`src/verilog/lsu_params.svh`:
```
// Width, memory map and exception vector macros for the load/store path, included by RTL and testbench
`ifndef LSU_PARAMS_SVH
`define LSU_PARAMS_SVH

// Data and address widths
`define LSU_DW 32
`define LSU_AW 32

// On-chip word memory depth, 4 KiB mapped
`define LSU_MEM_WORDS 1024

// First unmapped byte address
// Anything at or above it misses the TLB
`define LSU_MAPPED_LIMIT 32'h0000_1000

// Start of the read-only window, which runs up to the mapped limit
`define LSU_RO_BASE 32'h0000_0C00

// Exception vectors, byte addresses
`define LSU_VECT_DW 8
`define LSU_VECT_TLB_MISS 8'h10
`define LSU_VECT_PAGE_FAULT 8'h14
`define LSU_VECT_ALIGN 8'h18

`endif

```
`src/verilog/lsu_pkg.sv`:
```
// Shared access-size and exception types plus result-code helpers for the load/store RTL and testbench
`include "lsu_params.svh"

package lsu_pkg;

   // Access size, same encoding as the execute stage
   typedef enum logic [2:0] {
      size_byte = 3'd1,
      size_half = 3'd2,
      size_word = 3'd3
   } size_e;

   // Exception reported with a result
   typedef enum logic [1:0] {
      exc_none,
      exc_tlb_miss,
      exc_page_fault,
      exc_misalign
   } exc_e;

   // Fault code carried back on the data bus
   typedef enum logic [1:0] {
      dbus_exc_none,
      dbus_exc_tlb_miss,
      dbus_exc_page_fault
   } dbus_exc_e;

   // Vector of an exception as a word target, zero when there is none
   function automatic logic [`LSU_AW-3:0] exc_target(exc_e exc);
      logic [`LSU_VECT_DW-1:0] vect;
      case (exc)
         exc_tlb_miss:   vect = `LSU_VECT_TLB_MISS;
         exc_page_fault: vect = `LSU_VECT_PAGE_FAULT;
         exc_misalign:   vect = `LSU_VECT_ALIGN;
         default:        vect = '0;
      endcase
      return {{(`LSU_AW - `LSU_VECT_DW){1'b0}}, vect[`LSU_VECT_DW-1:2]};
   endfunction

   // Bus fault to result exception
   function automatic exc_e dbus_to_exc(dbus_exc_e fault);
      case (fault)
         dbus_exc_tlb_miss:   return exc_tlb_miss;
         dbus_exc_page_fault: return exc_page_fault;
         default:             return exc_none;
      endcase
   endfunction

endpackage

```
`src/verilog/dbus_if.sv`:
```
// Data-bus command and response channel between memory unit, protection check and bus master
`timescale 1ns/1ns
`include "lsu_params.svh"

interface dbus_if;

   // Command, held stable by the requester until cmd_ready
   logic                    cmd_valid;
   logic                    cmd_ready;
   logic [`LSU_AW-1:0]      cmd_addr;
   logic                    cmd_we;
   logic [`LSU_DW/8-1:0]    cmd_sel;
   logic [`LSU_DW-1:0]      cmd_wdata;

   // Response, one per accepted command, held until rsp_ready
   logic                    rsp_valid;
   logic                    rsp_ready;
   logic [`LSU_DW-1:0]      rsp_rdata;
   lsu_pkg::dbus_exc_e      rsp_fault;

   modport requester (
      output cmd_valid, cmd_addr, cmd_we, cmd_sel, cmd_wdata,
      input  cmd_ready,
      input  rsp_valid, rsp_rdata, rsp_fault,
      output rsp_ready
   );

   modport responder (
      input  cmd_valid, cmd_addr, cmd_we, cmd_sel, cmd_wdata,
      output cmd_ready,
      output rsp_valid, rsp_rdata, rsp_fault,
      input  rsp_ready
   );

endinterface

```
`src/verilog/dmmu_check.sv`:
```
// Data-side protection check that forwards legal commands and answers out-of-window accesses with a fault
`timescale 1ns/1ns
`include "lsu_params.svh"

module dmmu_check (
   input  logic       clk,
   input  logic       arst_n,
   // From the memory unit
   dbus_if.responder  up,
   // Towards the bus master
   dbus_if.requester  down
);

   logic                tlb_miss;
   logic                page_fault;
   logic                illegal;
   logic                flt_valid;
   lsu_pkg::dbus_exc_e  flt_code;

   // Window checks on the command address
   assign tlb_miss   = up.cmd_addr >= `LSU_MAPPED_LIMIT;
   assign page_fault = up.cmd_we & (up.cmd_addr >= `LSU_RO_BASE) &
                       (up.cmd_addr < `LSU_MAPPED_LIMIT);
   assign illegal    = tlb_miss | page_fault;

   // Legal commands go straight through
   assign down.cmd_valid = up.cmd_valid & ~illegal & ~flt_valid;
   assign down.cmd_addr  = up.cmd_addr;
   assign down.cmd_we    = up.cmd_we;
   assign down.cmd_sel   = up.cmd_sel;
   assign down.cmd_wdata = up.cmd_wdata;

   // Illegal commands are taken here while the fault slot is free
   assign up.cmd_ready = ~flt_valid & (illegal | down.cmd_ready);

   // Fault slot wins the response channel
   assign up.rsp_valid  = flt_valid | down.rsp_valid;
   assign up.rsp_rdata  = flt_valid ? '0 : down.rsp_rdata;
   assign up.rsp_fault  = flt_valid ? flt_code : down.rsp_fault;
   assign down.rsp_ready = up.rsp_ready & ~flt_valid;

   // One-entry fault register
   always_ff @(posedge clk or negedge arst_n) begin
      if (!arst_n) begin
         flt_valid <= 1'b0;
      end else if (flt_valid) begin
         if (up.rsp_ready) begin
            flt_valid <= 1'b0;
         end
      end else if (up.cmd_valid && illegal) begin
         flt_valid <= 1'b1;
      end
   end

   always_ff @(posedge clk) begin
      if (!flt_valid && up.cmd_valid && illegal) begin
         flt_code <= tlb_miss ? lsu_pkg::dbus_exc_tlb_miss : lsu_pkg::dbus_exc_page_fault;
      end
   end

   // Fault select must be one-hot
   a_fault_mutex: assert property (@(posedge clk) disable iff (!arst_n)
      up.cmd_valid |-> !(tlb_miss && page_fault));

   // A faulted command never has a downstream response in flight
   a_rsp_excl: assert property (@(posedge clk) disable iff (!arst_n)
      !(flt_valid && down.rsp_valid));

endmodule

```
`src/flat_wrapper.sv`:
```
// flat-port wrapper written by rule: the top's interface ports become plain ports
module dmmu_check_flat 
  (clk, arst_n, up_cmd_valid, up_cmd_addr, up_cmd_we, up_cmd_sel, up_cmd_wdata, up_cmd_ready, up_rsp_valid, up_rsp_rdata, up_rsp_fault, up_rsp_ready, down_cmd_valid, down_cmd_addr, down_cmd_we, down_cmd_sel, down_cmd_wdata, down_cmd_ready, down_rsp_valid, down_rsp_rdata, down_rsp_fault, down_rsp_ready);
  dbus_if up_i ();
  dbus_if down_i ();
  input  logic clk;
  input  logic arst_n;
  input wire logic [$bits(up_i.cmd_valid)-1:0] up_cmd_valid;
  input wire logic [$bits(up_i.cmd_addr)-1:0] up_cmd_addr;
  input wire logic [$bits(up_i.cmd_we)-1:0] up_cmd_we;
  input wire logic [$bits(up_i.cmd_sel)-1:0] up_cmd_sel;
  input wire logic [$bits(up_i.cmd_wdata)-1:0] up_cmd_wdata;
  output wire logic [$bits(up_i.cmd_ready)-1:0] up_cmd_ready;
  output wire logic [$bits(up_i.rsp_valid)-1:0] up_rsp_valid;
  output wire logic [$bits(up_i.rsp_rdata)-1:0] up_rsp_rdata;
  output wire logic [$bits(up_i.rsp_fault)-1:0] up_rsp_fault;
  input wire logic [$bits(up_i.rsp_ready)-1:0] up_rsp_ready;
  output wire logic [$bits(down_i.cmd_valid)-1:0] down_cmd_valid;
  output wire logic [$bits(down_i.cmd_addr)-1:0] down_cmd_addr;
  output wire logic [$bits(down_i.cmd_we)-1:0] down_cmd_we;
  output wire logic [$bits(down_i.cmd_sel)-1:0] down_cmd_sel;
  output wire logic [$bits(down_i.cmd_wdata)-1:0] down_cmd_wdata;
  input wire logic [$bits(down_i.cmd_ready)-1:0] down_cmd_ready;
  input wire logic [$bits(down_i.rsp_valid)-1:0] down_rsp_valid;
  input wire logic [$bits(down_i.rsp_rdata)-1:0] down_rsp_rdata;
  input wire logic [$bits(down_i.rsp_fault)-1:0] down_rsp_fault;
  output wire logic [$bits(down_i.rsp_ready)-1:0] down_rsp_ready;
  assign up_i.cmd_valid = up_cmd_valid;
  assign up_i.cmd_addr = up_cmd_addr;
  assign up_i.cmd_we = up_cmd_we;
  assign up_i.cmd_sel = up_cmd_sel;
  assign up_i.cmd_wdata = up_cmd_wdata;
  assign up_cmd_ready = up_i.cmd_ready;
  assign up_rsp_valid = up_i.rsp_valid;
  assign up_rsp_rdata = up_i.rsp_rdata;
  assign up_rsp_fault = up_i.rsp_fault;
  assign up_i.rsp_ready = up_rsp_ready;
  assign down_cmd_valid = down_i.cmd_valid;
  assign down_cmd_addr = down_i.cmd_addr;
  assign down_cmd_we = down_i.cmd_we;
  assign down_cmd_sel = down_i.cmd_sel;
  assign down_cmd_wdata = down_i.cmd_wdata;
  assign down_i.cmd_ready = down_cmd_ready;
  assign down_i.rsp_valid = down_rsp_valid;
  assign down_i.rsp_rdata = down_rsp_rdata;
  assign down_i.rsp_fault = down_rsp_fault;
  assign down_rsp_ready = down_i.rsp_ready;
  dmmu_check u_core (.clk(clk), .arst_n(arst_n), .up(up_i), .down(down_i));
endmodule
```
`config.mk`:
```
export PLATFORM = sky130hd
export DESIGN_NAME = dmmu_check_flat
export DESIGN_NICKNAME = d
export VERILOG_FILES = /design/src/verilog/lsu_pkg.sv /design/src/verilog/dbus_if.sv /design/src/verilog/dmmu_check.sv /design/src/flat_wrapper.sv
export VERILOG_INCLUDE_DIRS = /design/src /design/src/verilog
export SDC_FILE = /design/constraint.sdc
export NUM_CORES = 1
export LEC_CHECK = 0
export BUFFER_PORTS_ARGS = -buffer_cell sky130_fd_sc_hd__buf_2
export CORE_AREA = 2 2 83 85
export DETAILED_ROUTE_END_ITERATION = 7
export DIE_AREA = 0 0 85 87
export HOLD_SLACK_MARGIN = 0.06
export PLACE_DENSITY = 0.61
export SLEW_MARGIN = 5
export SYNTH_ARGS = -nofsm -noshare
export SYNTH_HDL_FRONTEND = slang
export SYNTH_SLANG_ARGS = --single-unit
```
`constraint.sdc`:
```
create_clock -name clk -period 2.8 [get_ports clk]
set_input_delay 0.84 -clock clk [delete_from_list [all_inputs] [get_ports clk]]
set_output_delay 0.84 -clock clk [all_outputs]
set_load 0.005 [all_outputs]
```
==> summary.md <==
| Metric | Value |
|---|---|
| Status | finished, final reports clean |
| Crit-path cells | buf_6 -> or4_4 -> nor3_4 -> a31oi_1 -> buf_2 |
| Max stage delay on crit path | between 0.5 and 0.6 ns |
| Top FF cell, synth | edfxtp_1 |
| Die Ht | 87 um |
| Synth Cell Area | ~1000 sq um |
| Postcts setup bufs | 0 |
| Post-DP HPWL | 2480 um |
| First-pass GRT wire length | around 3800 um |
| Fmax | ~360 MHz |
| Leak pwr | about 0.72 nW |
| Setup tns final | 0 ns |
| Sequential share of power | 0.164 |
| Top-level port count | approximately 220 |
| Die width | approximately 85 um |
| PortBufs | 123 |
| Number of synthesized flops with an enable pin | 2 |
| CTS root buffer | clkbuf_8 |
| Global route total overflow | 0 |
| Hold WS | 0.393 ns |
| Placed inst area | ~1200 sq um |
| Initial antenna violation count | 0 |
| Inst Count DP | 265 |
| Crit path max-delay family | simple AND/OR/NAND/NOR gates |
| Hold Path Class | primary input to async pin |
| Design area | approximately 1300 sq um |
| Share of cells above drive strength 1 | 0.720 |
| Combinational power share | 0.499 |
| CTS H-tree lvls | 1 |
| Reported net switching power | between 0.0001 and 0.00015 W |
| Row count | 30 |
| Starting density of the core | 0.151 |
| Final period util | 0.999 |
| Max Transition Viols Final | 0 |
| CTS tree | built |
| Latest clock arrival within the worst-skew pair | between 0.2 and 0.25 ns |
| Count of state elements after synthesis | 3 |
| Syn avg cell area | roughly 7.5 sq um |
| TritonRoute pass-1 iters | 4 |
| Internal power | 0.000255 W |
| Yosys warns | 0 |
| Vias | about 930 |
| Wl on met1 | approximately 970 um |
| Ant. Diodes | 0 |
| Fin nets | 299 |
| Global placement routability congestion | 0.711 |
| Top Metal Used | met4 |
| Setup Crit Path Kind | primary input to primary output |
| Num CTS Buffers | 3 |
| Met3 WL post-DR | between 400 and 500 um |
| Routed Antenna Nets | 0 |
| CP required | approximately 2.0 ns |
| Max VDD drop | ~0.000095 V |
| Post-Synthesis Cells | between 100 and 150 |
| CTS clk-pin slew, worst paths | 0.03 ns |
| Sum of buffers and inverters on the critical path | 2 |
| Yosys cell types | 21 |
| Fin crit period | around 2.8 ns |
| Share of the yosys chip area belonging to registers | 0.0855 |
| Crit-path max FO | 2 |
| Worst setup EP type | primary output |
| Syn_nets | about 240 |
| Final hold violation count | 0 |
| Clock Sinks | 3 |
| Power Density | 296 nW/um^2 |
| WL per Instance | approximately 10 um |
| RSZ-0062 raised after global routing | yes |
| Die area | roughly 7400 sq um |
| Final Util | 0.192 |
| FF-to-FF path depth | 3 |
| Final non-filler cell total | between 200 and 300 |
| Slew margin rel. | 0.654 |
| Drt total wl | 2800 um |
| Final setup fails | 0 |
| Clock Path Buffers | 2 |
| Maxcap violations | 0 |
| Startpoint types | primary input |
| DRT iter0 DRCs | 6 |
| Sw frac | 0.315 |
| DR vias/cell | 3.46 |
| DRC viols | 0 |
| Largest net degree at the start of global routing | 25 |
| Worst Skew | between 0.001 and 0.0015 ns |
| FFs w/ async S/R, synth | 0.333 |
| WP data arrival | approximately 2.0 ns |
| Clock network fraction of total power | 0.337 |
| DR WL met2 | about 1300 um |
| Area added between synthesis and finish | 26.7% |
| Number of stages on the worst setup path | 5 |
| All-Layer GR Usage | 0.0644 |
| Vias in the first global route | 794 |
| Core area | 6570 sq um |
| CP max stage cell | or4_4 |
| Measured slew at the worst slew-check pin | roughly 0.52 ns |
synth_stat cells (2+ instances only):
cell      number  share of area
nor2b_1       33           0.21
edfxtp_1       2          0.060
clkbuf_1       5          0.019
or4_4          2          0.023
and3_1         2          0.013
a31oi_1        2          0.013
buf_4         69           0.52
nand2_1        2         0.0075
nor4_1         3          0.019
mux2_2         2          0.023
cells by family after synthesis:
group                  Yosys count  synth area share
AOI/OAI and AO/OA                4            0.0226
buffers and inverters           75             0.543
DFF                              3            0.0855
muxes                            2            0.0226
and+or+nand+nor                 49             0.326
per-layer routing:
metal  GRT usage  vias up
met4      0.0375        0
met2       0.104       84
met1      0.0681      371
li1            -      462
met5           0        -
met3      0.0313       14
timing repair:
item / CTS / global route
endpoints found under the setup margin: 1 / 2
gates resized for setup: 2 / 1
pin swaps: 3 / 0
endpoints found under the hold margin: 0 / 0
hold buffers: 0 / 0
final timing paths:
check	start	to	slack, ns
setup / recovery	up_cmd_addr[22]	up_cmd_ready	0.002
hold / removal	arst_n	u_core.flt_valid	0.39
setup reg to reg	u_core.flt_valid	u_core.flt_valid	1.42
hold reg to reg	u_core.flt_valid	u_core.flt_code[1]	1.10
max in group asynchronous	arst_n	u_core.flt_valid	2.32
min in group clk	up_rsp_ready	u_core.flt_valid	0.92
layout by cell type (no fill, tap or decap):
master / n
buf_2: 121
nor2b_1: 33
nor4_1: 3
clkbuf_8: 3
buf_4: 3
mux2_2: 2
or4_4: 2
and3_1: 2
nand2_1: 2
a31oi_1: 2
buf_6: 2
edfxtp_1: 2
nor2_4: 1
inv_1: 1
nor3_4: 1
or2_2: 1
nand2b_1: 1
a21oi_1: 1
and2_1: 1
and4bb_1: 1
nor2_1: 1
o21ai_0: 1
clkbuf_1: 1
dfrtp_1: 1
power groups by stage:
stage / Combinational, W / Sequential [W] / Clock (W)
floorplan: 0.000153 / 0.0000533 / 0
global placement: 0.000183 / 0.0000619 / 0
detailed placement: 0.000187 / 0.0000626 / 0
CTS: 0.000189 / 0.0000620 / 0.000131
global route: 0.000205 / 0.0000631 / 0.000135
finish: 0.000186 / 0.0000613 / 0.000126
cell type report:
cell class                 count  area, sq um
clock buffer                   4         45.0
sequential                     3         85.1
fill                         746         5310
inverter                       1         3.75
timing repair buffer         126          651
multi-input combinational     55          375
tap                           80          100
metrics by stage:
stage,power [W],setup WS (ns)
2_1_floorplan,0.000207,0.243
3_3_place_gp,0.000245,-0.0937
3_5_place_dp,0.000249,-0.0915
4_1_cts,0.000381,-0.0318
5_1_grt,0.000403,-0.0471
6_report,0.000373,0.00234
state kept, by name, summed over array words and instances (netlist names):
signal,count
u_core.flt_valid,1
u_core.flt_code,2
Power figures use the tool's default switching activity.
