==> src/verilog/lsu_params.svh <==
// Width, memory map and exception vector macros for the load/store path, included by RTL and testbench
`ifndef LSU_PARAMS_SVH
`define LSU_PARAMS_SVH

// Data and address widths
`define LSU_DW 32
`define LSU_AW 32

// On-chip word memory depth, 4 KiB mapped
`define LSU_MEM_WORDS 1024

// First unmapped byte address
// Anything at or above it misses the TLB
`define LSU_MAPPED_LIMIT 32'h0000_1000

// Start of the read-only window, which runs up to the mapped limit
`define LSU_RO_BASE 32'h0000_0C00

// Exception vectors, byte addresses
`define LSU_VECT_DW 8
`define LSU_VECT_TLB_MISS 8'h10
`define LSU_VECT_PAGE_FAULT 8'h14
`define LSU_VECT_ALIGN 8'h18

`endif

==> src/verilog/lsu_pkg.sv <==
// Shared access-size and exception types plus result-code helpers for the load/store RTL and testbench
`include "lsu_params.svh"

package lsu_pkg;

   // Access size, same encoding as the execute stage
   typedef enum logic [2:0] {
      size_byte = 3'd1,
      size_half = 3'd2,
      size_word = 3'd3
   } size_e;

   // Exception reported with a result
   typedef enum logic [1:0] {
      exc_none,
      exc_tlb_miss,
      exc_page_fault,
      exc_misalign
   } exc_e;

   // Fault code carried back on the data bus
   typedef enum logic [1:0] {
      dbus_exc_none,
      dbus_exc_tlb_miss,
      dbus_exc_page_fault
   } dbus_exc_e;

   // Vector of an exception as a word target, zero when there is none
   function automatic logic [`LSU_AW-3:0] exc_target(exc_e exc);
      logic [`LSU_VECT_DW-1:0] vect;
      case (exc)
         exc_tlb_miss:   vect = `LSU_VECT_TLB_MISS;
         exc_page_fault: vect = `LSU_VECT_PAGE_FAULT;
         exc_misalign:   vect = `LSU_VECT_ALIGN;
         default:        vect = '0;
      endcase
      return {{(`LSU_AW - `LSU_VECT_DW){1'b0}}, vect[`LSU_VECT_DW-1:2]};
   endfunction

   // Bus fault to result exception
   function automatic exc_e dbus_to_exc(dbus_exc_e fault);
      case (fault)
         dbus_exc_tlb_miss:   return exc_tlb_miss;
         dbus_exc_page_fault: return exc_page_fault;
         default:             return exc_none;
      endcase
   endfunction

endpackage

==> src/verilog/dbus_if.sv <==
// Data-bus command and response channel between memory unit, protection check and bus master
`timescale 1ns/1ns
`include "lsu_params.svh"

interface dbus_if;

   // Command, held stable by the requester until cmd_ready
   logic                    cmd_valid;
   logic                    cmd_ready;
   logic [`LSU_AW-1:0]      cmd_addr;
   logic                    cmd_we;
   logic [`LSU_DW/8-1:0]    cmd_sel;
   logic [`LSU_DW-1:0]      cmd_wdata;

   // Response, one per accepted command, held until rsp_ready
   logic                    rsp_valid;
   logic                    rsp_ready;
   logic [`LSU_DW-1:0]      rsp_rdata;
   lsu_pkg::dbus_exc_e      rsp_fault;

   modport requester (
      output cmd_valid, cmd_addr, cmd_we, cmd_sel, cmd_wdata,
      input  cmd_ready,
      input  rsp_valid, rsp_rdata, rsp_fault,
      output rsp_ready
   );

   modport responder (
      input  cmd_valid, cmd_addr, cmd_we, cmd_sel, cmd_wdata,
      output cmd_ready,
      output rsp_valid, rsp_rdata, rsp_fault,
      input  rsp_ready
   );

endinterface

==> src/verilog/dbus_wb_master.sv <==
// Bus master that runs one Wishbone classic cycle per data-bus command and holds its response
`timescale 1ns/1ns
`include "lsu_params.svh"

module dbus_wb_master (
   input  logic                  clk,
   input  logic                  arst_n,
   // Data bus from the protection check
   dbus_if.responder             bus,
   // Wishbone classic master side
   output logic                  wb_cyc,
   output logic                  wb_stb,
   output logic                  wb_we,
   output logic [`LSU_AW-3:0]    wb_adr,
   output logic [`LSU_DW/8-1:0]  wb_sel,
   output logic [`LSU_DW-1:0]    wb_dat_w,
   input  logic [`LSU_DW-1:0]    wb_dat_r,
   input  logic                  wb_ack
);

   typedef enum logic [1:0] {st_idle, st_cycle, st_respond} state_e;

   state_e                state;
   logic [`LSU_AW-3:0]    adr_r;
   logic                  we_r;
   logic [`LSU_DW/8-1:0]  sel_r;
   logic [`LSU_DW-1:0]    dat_w_r;
   logic [`LSU_DW-1:0]    rdata_r;

   // Takes a command only when no response is waiting
   assign bus.cmd_ready = (state == st_idle);

   assign wb_cyc   = (state == st_cycle);
   assign wb_stb   = (state == st_cycle);
   assign wb_we    = we_r;
   assign wb_adr   = adr_r;
   assign wb_sel   = sel_r;
   assign wb_dat_w = dat_w_r;

   // No faults from the memory side
   assign bus.rsp_valid = (state == st_respond);
   assign bus.rsp_rdata = rdata_r;
   assign bus.rsp_fault = lsu_pkg::dbus_exc_none;

   always_ff @(posedge clk or negedge arst_n) begin
      if (!arst_n) begin
         state <= st_idle;
      end else begin
         case (state)
            st_idle: begin
               if (bus.cmd_valid) begin
                  state <= st_cycle;
               end
            end
            st_cycle: begin
               // cyc and stb drop on the ack edge
               if (wb_ack) begin
                  state <= st_respond;
               end
            end
            default: begin
               if (bus.rsp_ready) begin
                  state <= st_idle;
               end
            end
         endcase
      end
   end

   // Command and read data capture
   always_ff @(posedge clk) begin
      if (state == st_idle && bus.cmd_valid) begin
         adr_r   <= bus.cmd_addr[`LSU_AW-1:2];
         we_r    <= bus.cmd_we;
         sel_r   <= bus.cmd_sel;
         dat_w_r <= bus.cmd_wdata;
      end
      if (state == st_cycle && wb_ack) begin
         rdata_r <= wb_dat_r;
      end
   end

   a_stb_in_cyc: assert property (@(posedge clk) disable iff (!arst_n)
      wb_stb |-> wb_cyc);

endmodule

==> src/flat_wrapper.sv <==
// flat-port wrapper written by rule: the top's interface ports become plain ports
module dbus_wb_master_flat 
  (clk, arst_n, wb_cyc, wb_stb, wb_we, wb_adr, wb_sel, wb_dat_w, wb_dat_r, wb_ack, bus_cmd_valid, bus_cmd_addr, bus_cmd_we, bus_cmd_sel, bus_cmd_wdata, bus_cmd_ready, bus_rsp_valid, bus_rsp_rdata, bus_rsp_fault, bus_rsp_ready);
  dbus_if bus_i ();
  input  logic clk;
  input  logic arst_n;
  output logic wb_cyc;
  output logic wb_stb;
  output logic wb_we;
  output logic [`LSU_AW-3:0] wb_adr;
  output logic [`LSU_DW/8-1:0] wb_sel;
  output logic [`LSU_DW-1:0] wb_dat_w;
  input  logic [`LSU_DW-1:0] wb_dat_r;
  input  logic wb_ack;
  input wire logic [$bits(bus_i.cmd_valid)-1:0] bus_cmd_valid;
  input wire logic [$bits(bus_i.cmd_addr)-1:0] bus_cmd_addr;
  input wire logic [$bits(bus_i.cmd_we)-1:0] bus_cmd_we;
  input wire logic [$bits(bus_i.cmd_sel)-1:0] bus_cmd_sel;
  input wire logic [$bits(bus_i.cmd_wdata)-1:0] bus_cmd_wdata;
  output wire logic [$bits(bus_i.cmd_ready)-1:0] bus_cmd_ready;
  output wire logic [$bits(bus_i.rsp_valid)-1:0] bus_rsp_valid;
  output wire logic [$bits(bus_i.rsp_rdata)-1:0] bus_rsp_rdata;
  output wire logic [$bits(bus_i.rsp_fault)-1:0] bus_rsp_fault;
  input wire logic [$bits(bus_i.rsp_ready)-1:0] bus_rsp_ready;
  assign bus_i.cmd_valid = bus_cmd_valid;
  assign bus_i.cmd_addr = bus_cmd_addr;
  assign bus_i.cmd_we = bus_cmd_we;
  assign bus_i.cmd_sel = bus_cmd_sel;
  assign bus_i.cmd_wdata = bus_cmd_wdata;
  assign bus_cmd_ready = bus_i.cmd_ready;
  assign bus_rsp_valid = bus_i.rsp_valid;
  assign bus_rsp_rdata = bus_i.rsp_rdata;
  assign bus_rsp_fault = bus_i.rsp_fault;
  assign bus_i.rsp_ready = bus_rsp_ready;
  dbus_wb_master u_core (.clk(clk), .arst_n(arst_n), .bus(bus_i), .wb_cyc(wb_cyc), .wb_stb(wb_stb), .wb_we(wb_we), .wb_adr(wb_adr), .wb_sel(wb_sel), .wb_dat_w(wb_dat_w), .wb_dat_r(wb_dat_r), .wb_ack(wb_ack));
endmodule
==> config.mk <==
export PLATFORM = sky130hd
export DESIGN_NAME = dbus_wb_master_flat
export DESIGN_NICKNAME = d
export VERILOG_FILES = /design/src/verilog/lsu_pkg.sv /design/src/verilog/dbus_if.sv /design/src/verilog/dbus_wb_master.sv /design/src/flat_wrapper.sv
export VERILOG_INCLUDE_DIRS = /design/src /design/src/verilog
export SDC_FILE = /design/constraint.sdc
export NUM_CORES = 1
export LEC_CHECK = 0
export BUFFER_PORTS_ARGS = -buffer_cell sky130_fd_sc_hd__buf_2
export CORE_MARGIN = 4
export CORE_UTILIZATION = 41
export CTS_CLUSTER_DIAMETER = 120
export DETAILED_ROUTE_END_ITERATION = 8
export GPL_ROUTABILITY_DRIVEN = 0
export PLACE_DENSITY = 0.79
export SLEW_MARGIN = 40
export SYNTH_ARGS = -nofsm -noshare
export SYNTH_HDL_FRONTEND = slang
export SYNTH_SLANG_ARGS = --single-unit
==> constraint.sdc <==
create_clock -name clk -period 8.1 [get_ports clk]
set_clock_uncertainty 0.2 [all_clocks]
set_input_delay 1.215 -clock clk [delete_from_list [all_inputs] [get_ports clk]]
set_output_delay 1.215 -clock clk [all_outputs]
set_load 0.05 [all_outputs]
==> metrics.md, run 1 <==
| Metric | Value |
|---|---|
| Residual DRC | 0 |
| Initial DRC count | between 70 and 80 |
| Critical Path AT | 1290 ps |
| Vias per inst | ~4.3 |
| Final min period | between 2000 and 3000 ps |
| Clock Tree Buf Depth | 2 |
| Most common cell after layout, fill and taps aside | buf_2 |
| Area growth, synth to finish | 43.8% |
| Hold Path Cell Cnt | 1 |
| GR peak layer | met2 |
| DRT antenna net count | 0 |
| Util after Layout | 0.611 |
| Clock transition at path regs | 90 ps |
| Crit path launch | u_core.state[1]$_DFFE_PN0P_ |
| Pint | between 0.9 and 1 mW |
| Clock Power Share | 0.201 |
| Leakage power | 1.92 nW |
| Cell count after synthesis | between 100 and 150 |
| H-Tree Depth | 3 |
| Synth Register Bits | 101 |
| Hold crit path type | flip-flop to flip-flop |
| First-pass GRT wire length | 10100 um |
| Core Region | between 0.007 and 0.008 mm^2 |
| Met1 Use GR | 0.142 |
| Worst relative slew slack | 0.467 |
| Max FO, Critical Path | 7 |
| CTS tree | yes |
| Period utilisation layout | 0.334 |
| Pwr Density | 356 mW/mm^2 |
| Reg2Reg Depth | 2 |
| Max Clock Freq | between 300 and 400 MHz |
| Crit start category | flip-flop |
| CP required | 6680 ps |
| Worst Setup Path Type | flip-flop to primary output |
| Initial core utilization | 0.424 |
| Total number of vias | 1890 |
| Yosys Warn Count | 0 |
| Met3 usage | 0.0813 |
| Seq pwr share | 0.459 |
| Total Negative Setup Slacks | 0 ps |
| Met2 Usage GRT | 0.283 |
| Root Driver | clkbuf_8 |
| Final Hold Fails | 0 |
| Die width | 95.1 um |
| Slew @ Worst Pin | 800 ps |
| WL final | 7190 um |
| # port buffers | 206 |
| Num ports | 211 |
| Syn avg cell area | 27.3 um^2 |
| Number of global-route vias before repair | between 1500 and 2000 |
| Antenna fix cells | 0 |
| WL/cell | ~17 um |
| CTS Buf Count | 9 |
| Post-CTS setup repair buffer count | 0 |
| Logic gate share of total power | 0.340 |
| RSZ-0062 raised after global routing | no |
| # hold bufs at CTS | 0 |
| Die H | 95.1 um |
| Sw Pwr | 0.648 mW |
| Row count | 31 |
| Number of nets in the layout | 437 |
| Worst r2r src | u_core.state[1]$_DFFE_PN0P_ |
| Grt total ovfl | 0 |
| Pin count of the biggest net entering global routing | 68 |
| Startpoint of the worst hold path | u_core.state[0]$_DFFE_PN0P_ |
| Die ar. | between 0.009 and 0.01 mm^2 |
| GR Util All Layers | 0.153 |
| # fillers | ~560 |
| Critical path endpoint category | primary output |
| Initial antenna violation count | 0 |
| Post-CTS sizing | 0 |
| Most frequent cells in the layout | buf_2, edfxtp_1, clkbuf_8 |
| Final setup violation count | 0 |
| Distinct cells, synth | 12 |
| Share of layout cells above drive strength 1 | 0.670 |
| Peak VDD IR | around 150 uV |
| Clk sink count | between 100 and 150 |
| Max Cap Viol | 0 |
| Drt first pass iters | 4 |
| Seq/Total Area, Yosys | 0.971 |
| Status | complete, no violations |
| Sw Ratio | 0.407 |
| Clk_lat worst skew | 340 ps |
| Final Max Tran Viols | 0 |
| Syn Std Cell Area | 0.00311 mm^2 |
## critical path: stages, from the launching register on
cell and delay [ps]:
dfrtp_1 460, and2b_1 230, buf_2 260
## final cells by class
| class | count | area, um^2 | share of cell area |
|---|---|---|---|
| Timing Repair Buffer | 208 | 1050 | 0.234 |
| Inverter | 1 | 3.75 | 0.000839 |
| Clock inverter | 7 | 83.8 | 0.0187 |
| Sequential cell | 101 | 3020 | 0.675 |
| Multi-Input combinational cell | 10 | 71.3 | 0.0159 |
| Tap cell | 99 | 124 | 0.0277 |
| Clock buffer | 9 | 124 | 0.0277 |
## routing by layer
metal | share of wire | vias up | routed length [um]
met4 | 0.0097 | 0 | 70
li1 | - | 880 | -
met5 | 0 | - | 0
met3 | 0.15 | 8 | 1080
met1 | 0.32 | 863 | 2290
met2 | 0.52 | 139 | 3750
## cells in the mapped netlist (all sizes together)
cell	n	area, um^2
and2b	1	7.51
nor2b	1	6.26
edfxtp	99	2970
dfrtp	2	50.1
conb	1	3.75
inv	1	3.75
mux2i	1	10.0
buf	3	22.5
and3b	1	8.76
a21o	2	15.0
nor3b	1	7.51
nor2	1	3.75
## final timing paths
kind / end / slack (ps)
max in group asynchronous: u_core.state[0]$_DFFE_PN0P_ / 7160
min in group asynchronous: u_core.state[1]$_DFFE_PN0P_ / 440
setup reg to reg: u_core.wb_dat_w[4]$_DFFE_PP_ / 6160
hold reg to reg: u_core.state[0]$_DFFE_PN0P_ / 420
setup / recovery: wb_cyc / 5400
hold / removal: u_core.state[0]$_DFFE_PN0P_ / 420
## power groups by stage
stage	clock, mW	combinational (mW)	sequential, mW
3_3_place_gp	0	0.543	0.741
2_1_floorplan	0	0.0996	1.07
5_1_grt	0.356	0.563	0.741
4_1_cts	0.329	0.546	0.733
3_5_place_dp	0	0.547	0.745
6_report	0.320	0.541	0.732
## registers in the layout (all words and copies together) (netlist names)
signal and cells:
u_core.state 2, u_core.wb_sel 4, u_core.wb_dat_w 32, u_core.bus.rsp_rdata 32, u_core.wb_we 1, u_core.wb_adr 30
## metrics by stage
step	instances	hold WS [ps]	area [um^2]	setup slack, ps	power [mW]
floorplan	115	324	3120	1200	1.17
global placement	419	362	4270	5360	1.28
detailed placement	419	408	4270	5340	1.29
CTS	435	417	4480	5370	1.61
global route	435	409	4480	5320	1.66
finish	435	422	4480	5400	1.59
## cell families after synthesis
kind of cell,count (synthesis),synth area share
flip-flops,101,0.971
other,1,0.00121
multiplexers,1,0.00322
buffers and inverters,4,0.00844
AO/OA/AOI/OAI,2,0.00482
AND/OR/NAND/NOR,5,0.0109
No activity file was read; power rests on OpenSTA's default activity.
==> inputs of run 2 (changes only) <==
==> constraint.sdc (replaced) <==
create_clock -name clk -period 2.72 [get_ports clk]
set_clock_uncertainty 0.2 [all_clocks]
set_input_delay 0.408 -clock clk [delete_from_list [all_inputs] [get_ports clk]]
set_output_delay 0.408 -clock clk [all_outputs]
set_load 0.05 [all_outputs]
==> run 2 against run 1 <==
Net effect:
- critical path depth stayed put
- largest cell class unchanged
- critical endpoint is now wb_stb
- sequential power grew to 3.0 times the previous value
- critical path type unchanged
- cell count up 1.1%
==> metrics.md, run 2 (same netlist as run 1, synthesis figures left out) <==
| Metric | Value |
|---|---|
| Final setup violation count | 0 (unchanged) |
| Root Driver | clkbuf_8 |
| Die H | 95.1 um (unchanged) |
| Residual DRC | 0 (unchanged) |
| Pwr Density | 1060 mW/mm^2 (+200%) |
| WL/cell | 16.1 um (-2.3%) |
| Reg2Reg Depth | 2 (unchanged) |
| Initial DRC count | 24 (-67%) |
| Pin count of the biggest net entering global routing | 56 (-18%) |
| H-Tree Depth | 3 (unchanged) |
| Worst r2r src | u_core.state[1]$_DFFE_PN0P_ |
| Final Hold Fails | 0 (unchanged) |
| Final worst setup slack | 797 ps (-4600 ps) |
| CP delay by family, top | flip-flops |
| Crit path launch | u_core.state[1]$_DFFE_PN0P_ |
| Pre-CTS setup slack | 891 ps (-4450 ps) |
| Clock Tree Buf Depth | 2 (unchanged) |
| WL final | 7100 um (-1.2%) |
| Hold crit path type | input port to flip-flop |
| CP Depth | 2 (unchanged) |
| # fillers | 550 (-1.6%) |
| Row count | 31 (unchanged) |
| DRT antenna net count | 0 (unchanged) |
| WP buf/inv | 1 (unchanged) |
| Worst setup endpoint | wb_stb |
| Clk_lat worst skew | 340 ps (about the same) |
| Clk sink count | 101 (unchanged) |
| Hold Path Cell Cnt | 1 (unchanged) |
| Critical path's slowest cell | dfrtp_1 |
| Slowest Stage Delay on Critical Path | 470 ps (about the same) |
| Worst Setup Path Type | flip-flop to primary output |
| CP required | 2110 ps (-4570 ps) |
| Leakage power | 1.95 nW (+1.9%) |
| Vias per inst | 4.30 (-0.93%) |
| Drt first pass iters | 4 (unchanged) |
| Final min period | 1920 ps |
| Clock transition at path regs | 90 ps (about the same) |
| Initial core utilization | 0.424 (unchanged) |
| Peak VDD IR | 421 uV (+170%) |
| Num ports | 211 (unchanged) |
| Total number of vias | 1894 (+0.21%) |
| Total Negative Setup Slacks | 0 ps (unchanged) |
| Critical Path AT | 1310 ps (+20 ps) |
| Final Max Tran Viols | 0 (unchanged) |
| Share of layout cells above drive strength 1 | 0.657 (-0.0128) |
| Period utilisation layout | 0.707 |
| Util after Layout | 0.619 (+0.00819) |
| Critical path endpoint category | primary output |
| Number of nets in the layout | 442 (+1.1%) |
| Crit start category | flip-flop |
| Die width | 95.1 um (unchanged) |
| Worst path cell trace | and2b_1 -> buf_2 |
| Max FO, Critical Path | 7 (unchanged) |
| Crit Reg-Reg Endpoint | u_core.wb_adr[10]$_DFFE_PP_ |
| Grt total ovfl | 0 (unchanged) |
| RSZ-0062 raised after global routing | no |
| Die ar. | 0.00905 mm^2 (unchanged) |
| Slew @ Worst Pin | 642 ps (-158 ps) |
| Initial antenna violation count | 0 (unchanged) |
| Status | complete, no violations |
| Post-CTS setup repair buffer count | 0 (unchanged) |
| R2r setup slk | 900 ps (-5260 ps) |
| Most common cell after layout, fill and taps aside | buf_2 |
| Most frequent cells in the layout | buf_2, edfxtp_1, clkbuf_8 |
| # port buffers | 206 (unchanged) |
| Antenna fix cells | 0 (unchanged) |
| Worst relative slew slack | 0.572 (+0.105) |
| Core Region | 0.00733 mm^2 (unchanged) |
| CTS Buf Count | 9 (unchanged) |
| Max Clock Freq | 520 MHz |
| First-pass GRT wire length | 9890 um (-1.7%) |
| GR Util All Layers | 0.152 (-0.000997) |
| Max Cap Viol | 0 (unchanged) |
| Number of global-route vias before repair | 1992 (+1.9%) |
| CTS tree | yes |
| Area growth, synth to finish | 45.8% |
-- run 2: changes by cell type in the layout (fill, tap and decap cells not counted), sizes merged --
| cell | previous run | this run |
|---|---|---|
| buf | 208 | 209 |
| bufinv | 1 | 2 |
| clkbuf | 9 | 11 |
| clkinv | 1 | 2 |
| clkinvlp | 3 | 0 |
| dlygate4sd3 | 0 | 4 |
| inv | 3 | 2 |
-- run 2: layer usage --
layer / share of wire / wire length (um) / vias up / GRT usage
met2: 0.49 / 3470 / 143 / 0.257
met4: 0.012 / 85 / 0 / 0.0685
met5: 0 / 0 / - / 0
met3: 0.17 / 1240 / 6 / 0.0923
met1: 0.33 / 2310 / 855 / 0.148
li1: - / - / 890 / -
-- run 2: power breakdown --
| part | internal, mW | switching, mW | leakage, nW | total (mW) |
|---|---|---|---|---|
| clock | 0.523 | 0.468 | 0.108 | 0.991 |
| sequential | 2.09 | 0.0901 | 0.947 | 2.18 |
| combinational | 0.291 | 1.34 | 0.899 | 1.63 |
| total | 2.91 | 1.89 | 1.95 | 4.80 |
-- run 2: area by class of cell --
type	count	area, um^2	share of cell area
flip-flops and latches	101	3020	0.666
repair buffers	213	1090	0.241
clock buffers	11	131	0.0290
well taps	99	124	0.0273
clock inverters	5	82.6	0.0182
multi-input cells	10	77.6	0.0171
inverters	1	3.75	0.000828
-- run 2: metrics by stage --
step	instances	power (mW)	instance area, um^2	hold WS (ps)
3_5_place_dp	420	3.87	4280	-3.08
2_1_floorplan	115	3.46	3130	-87.6
5_1_grt	440	5.01	4540	0.00877
6_report	440	4.80	4540	31.4
3_3_place_gp	420	3.84	4280	-6.05
4_1_cts	437	4.85	4510	6.85
-- run 2: repair_timing --
item	in CTS	in global routing
hold buffers	1	3
resized for setup	0	0
endpoints found under the setup margin	0	0
endpoints found under the hold margin	2	3
-- run 2: how the worst min path moves through the flow --
stage	from	endpoint	slack, ps
after floorplan	arst_n	u_core.state[0]$_DFFE_PN0P_	-90
after global placement	arst_n	u_core.state[1]$_DFFE_PN0P_	-6
after detailed placement	arst_n	u_core.state[1]$_DFFE_PN0P_	-3
after CTS	wb_dat_r[2]	u_core.bus.rsp_rdata[2]$_DFFE_PP_	7
after global routing	bus_cmd_wdata[13]	u_core.wb_dat_w[13]$_DFFE_PP_	0.009
final	wb_dat_r[27]	u_core.bus.rsp_rdata[27]$_DFFE_PP_	30
==> inputs of run 3 (changes only) <==
--- a/config.mk
+++ b/config.mk
@@ -8,11 +8,11 @@
 export LEC_CHECK = 0
 export BUFFER_PORTS_ARGS = -buffer_cell sky130_fd_sc_hd__buf_2
 export CORE_MARGIN = 4
-export CORE_UTILIZATION = 41
+export CORE_UTILIZATION = 37
 export CTS_CLUSTER_DIAMETER = 120
 export DETAILED_ROUTE_END_ITERATION = 8
 export GPL_ROUTABILITY_DRIVEN = 0
-export PLACE_DENSITY = 0.79
+export PLACE_DENSITY = 0.75
 export SLEW_MARGIN = 40
 export SYNTH_ARGS = -nofsm -noshare
 export SYNTH_HDL_FRONTEND = slang
==> constraint.sdc (replaced) <==
create_clock -name clk -period 1.7 [get_ports clk]
set_clock_uncertainty 0.2 [all_clocks]
set_input_delay 0.255 -clock clk [delete_from_list [all_inputs] [get_ports clk]]
set_output_delay 0.255 -clock clk [all_outputs]
set_load 0.05 [all_outputs]
==> run 3 against run 2 <==
Net effect:
- the flow now stops in 4_1_cts
- synthesized cell count did not move
- area after synthesis stayed put
==> metrics.md, run 3 <==
| Metric | Value |
|---|---|
| Row count | 33 (+6.5%) |
| Clk sink count | 101 (unchanged) |
| Syn avg cell area | 27.3 um^2 (unchanged) |
| Root Driver | clkbuf_8 |
| Most frequent cell after synthesis | edfxtp_1 |
| Distinct cells, synth | 12 (unchanged) |
| Synth Register Bits | 101 (unchanged) |
| Detailed Place HPWL | between 5000 and 6000 um |
| Failed at | 4_1_cts |
| Pre-CTS setup slack | 150 ps (-742 ps) |
| Synth top area share | 0.955 (unchanged) |
| Cell count after synthesis | 114 (unchanged) |
| Asr flop ratio synth | 0.0198 (unchanged) |
| Post-CTS setup repair buffer count | 3 (+3) |
| Die H | 99.7 um (+4.8%) |
| Commonest register cell after synthesis | edfxtp_1 |
| Placed Instances | 428 (+1.9%) |
| First Err | [ERROR RSZ-0060] Max buffer count reached. |
| Post-CTS sizing | 10 (+10) |
| Die width | 99.7 um (+4.8%) |
| Initial core utilization | 0.379 (-0.0458) |
| H-Tree Depth | 3 (unchanged) |
| # port buffers | 206 (unchanged) |
| DP Area | 0.00434 mm^2 (+1.4%) |
| Syn Std Cell Area | 0.00311 mm^2 (unchanged) |
| Top cells by area, synth | edfxtp_1, dfrtp_1, buf_4, a21o_1, mux2i_1 |
| Num ports | 211 (unchanged) |
| Yosys Warn Count | 0 (unchanged) |
| # hold bufs at CTS | 101 (+100) |
| CTS Buf Count | 9 (unchanged) |
| Seq/Total Area, Yosys | 0.971 (unchanged) |
| Clock Tree Buf Depth | 2 (unchanged) |
| Status | did not finish |
| EDFF count, synth | 99 (unchanged) |
| Area leader, netlist | edfxtp_1 |
| Commonest cells in the netlist | edfxtp_1, buf_4, a21o_1, dfrtp_1 |
## run 3: logic make-up after synthesis
family | synth area share
DFF | 0.971
and+or+nand+nor | 0.0109
buffers and inverters | 0.00844
AOI/OAI and AO/OA | 0.00482
muxes | 0.00322
other | 0.00121
## run 3: per-stage QoR
stage	hold slack (ps)	util
3_5_place_dp	-151	0.529
3_3_place_gp	-156	0.529
2_1_floorplan	-241	-
==> inputs of run 4 (changes only) <==
--- a/config.mk
+++ b/config.mk
@@ -8,11 +8,10 @@
 export LEC_CHECK = 0
 export BUFFER_PORTS_ARGS = -buffer_cell sky130_fd_sc_hd__buf_2
 export CORE_MARGIN = 4
-export CORE_UTILIZATION = 37
-export CTS_CLUSTER_DIAMETER = 120
+export CORE_UTILIZATION = 40
 export DETAILED_ROUTE_END_ITERATION = 8
 export GPL_ROUTABILITY_DRIVEN = 0
-export PLACE_DENSITY = 0.75
+export PLACE_DENSITY_LB_ADDON = 0.15
 export SLEW_MARGIN = 40
 export SYNTH_ARGS = -nofsm -noshare
 export SYNTH_HDL_FRONTEND = slang
==> constraint.sdc (replaced) <==
create_clock -name clk -period 2.2 [get_ports clk]
set_clock_uncertainty 0.2 [all_clocks]
set_input_delay 0.33 -clock clk [delete_from_list [all_inputs] [get_ports clk]]
set_output_delay 0.33 -clock clk [all_outputs]
set_load 0.05 [all_outputs]
==> run 4 against run 3 <==
Net effect:
- the run now ends clean
==> metrics.md, run 4 (same netlist as run 1, synthesis figures left out) <==
| Metric | Value |
|---|---|
| GR Util All Layers | 0.188 |
| WL/cell | 16.4 um |
| Util after Layout | 0.737 |
| Number of nets in the layout | 537 |
| Num ports | 211 (unchanged) |
| Hold crit path type | input port to flip-flop |
| Grt total ovfl | 0 |
| Drt first pass iters | 4 |
| Final setup violation count | 0 |
| Period utilisation layout | 0.836 |
| Pwr Density | roughly 1100 mW/mm^2 |
| Initial core utilization | 0.420 (+0.0413) |
| Most frequent cells in the layout | buf_2, dlygate4sd3_1, edfxtp_1 |
| Clk_lat worst skew | about 350 ps |
| Worst Setup Path Type | flip-flop to primary output |
| WP buf/inv | 1 |
| Critical path endpoint category | primary output |
| Max Cap Viol | 0 |
| Final Hold Fails | 0 |
| Critical path's slowest cell | dfrtp_1 |
| RSZ-0062 raised after global routing | no |
| Initial antenna violation count | 0 |
| First-pass GRT wire length | 12600 um |
| Number of global-route vias before repair | about 2500 |
| Root Driver | clkbuf_8 |
| Clk sink count | 101 (unchanged) |
| Core Region | 0.00741 mm^2 |
| Share of layout cells above drive strength 1 | 0.514 |
| Max Clock Freq | between 500 and 600 MHz |
| # fillers | 457 |
| Clock transition at path regs | around 90 ps |
| Clock Tree Buf Depth | 2 (unchanged) |
| Antenna fix cells | 0 |
| Post-CTS setup repair buffer count | 0 (-3) |
| H-Tree Depth | 3 (unchanged) |
| CP required | 1670 ps |
| Leakage power | 2.33 nW |
| Vias per inst | 4.36 |
| DP Area | 0.00429 mm^2 (-1.3%) |
| Critical Path AT | about 1300 ps |
| Post-CTS sizing | 0 (-10) |
| Peak VDD IR | around 500 uV |
| WL final | between 8000 and 9000 um |
| CTS tree | yes |
| Die ar. | 0.00925 mm^2 |
| Post-route cell area | 0.00546 mm^2 |
| Crit start category | flip-flop |
| Initial DRC count | slightly above 70 |
| Die width | 96.2 um (-3.5%) |
| Die H | 96.2 um (-3.5%) |
| Total number of vias | around 2300 |
| Row count | 31 (-6.1%) |
| Area growth, synth to finish | 75.5% |
| CP delay by family, top | flip-flops |
| Final min period | ~1800 ps |
| # port buffers | 206 (unchanged) |
| Most common cell after layout, fill and taps aside | buf_2 |
| Max FO, Critical Path | 7 |
| Residual DRC | 0 |
| Status | complete, no violations |
| CTS Buf Count | 9 (unchanged) |
| Pin count of the biggest net entering global routing | 67 |
| Worst path cell trace | and2b_1 -> buf_2 |
| Final Max Tran Viols | 0 |
| Slowest Stage Delay on Critical Path | ~470 ps |
| DRT antenna net count | 0 |
==> run 4: stage by stage <==
step	std cells	hold slack, ps	setup WS, ps	power (mW)	setup TNS (ps)
detailed placement	419	-82.7	547	4.78	0
floorplan	115	-166	-651	4.28	-44010
global placement	419	-83.9	559	4.76	0
finish	535	68.9	361	5.90	0
CTS	535	49.1	333	5.94	0
global route	535	61.0	279	6.15	0
==> run 4: routing by layer <==
layer | vias up | global-route usage | part of all wire
met5 | - | 0 | 0
met4 | 0 | 0.0687 | 0.0097
li1 | 1080 | - | -
met2 | 140 | 0.359 | 0.54
met3 | 9 | 0.0711 | 0.13
met1 | 1102 | 0.180 | 0.32
==> run 4: timing repair <==
action / CTS / global route
endpoints found under the hold margin: 101 / 0
endpoints found under the setup margin: 0 / 0
hold buffers: 100 / 0
==> run 4: area by class of cell <==
type	instances	area, um^2	share of cell area
clock inverter	7	50.0	0.00916
sequential	101	3020	0.553
tap	99	124	0.0227
clock buffer	9	124	0.0227
inverter	1	3.75	0.000687
timing repair buffer	308	2060	0.377
multi-input combinational	10	77.6	0.0142
==> run 4: final timing paths <==
path	startpoint	to	slack, ps	cells past startpoint
worst min-delay path	bus_rsp_ready	u_core.state[1]$_DFFE_PN0P_	70	3
worst max-delay path	u_core.state[1]$_DFFE_PN0P_	wb_cyc	360	2
worst max register to register	u_core.state[0]$_DFFE_PN0P_	u_core.wb_dat_w[2]$_DFFE_PP_	530	2
min in group asynchronous	arst_n	u_core.state[1]$_DFFE_PN0P_	110	2
max in group asynchronous	arst_n	u_core.state[0]$_DFFE_PN0P_	1590	2
worst min register to register	u_core.state[0]$_DFFE_PN0P_	u_core.state[0]$_DFFE_PN0P_	440	1
==> run 4: worst reg2reg max path, stage by stage (launching register included) <==
cell and delay, ps:
dfrtp_1 460, nor3b_4 310, buf_12 340
==> run 4: power by group <==
part           total [mW]  internal [mW]  leakage, nW  switching [mW]
registers            2.70           2.59        0.947           0.114
clock network        1.02          0.413       0.0832           0.609
logic                2.18          0.481         1.30            1.70
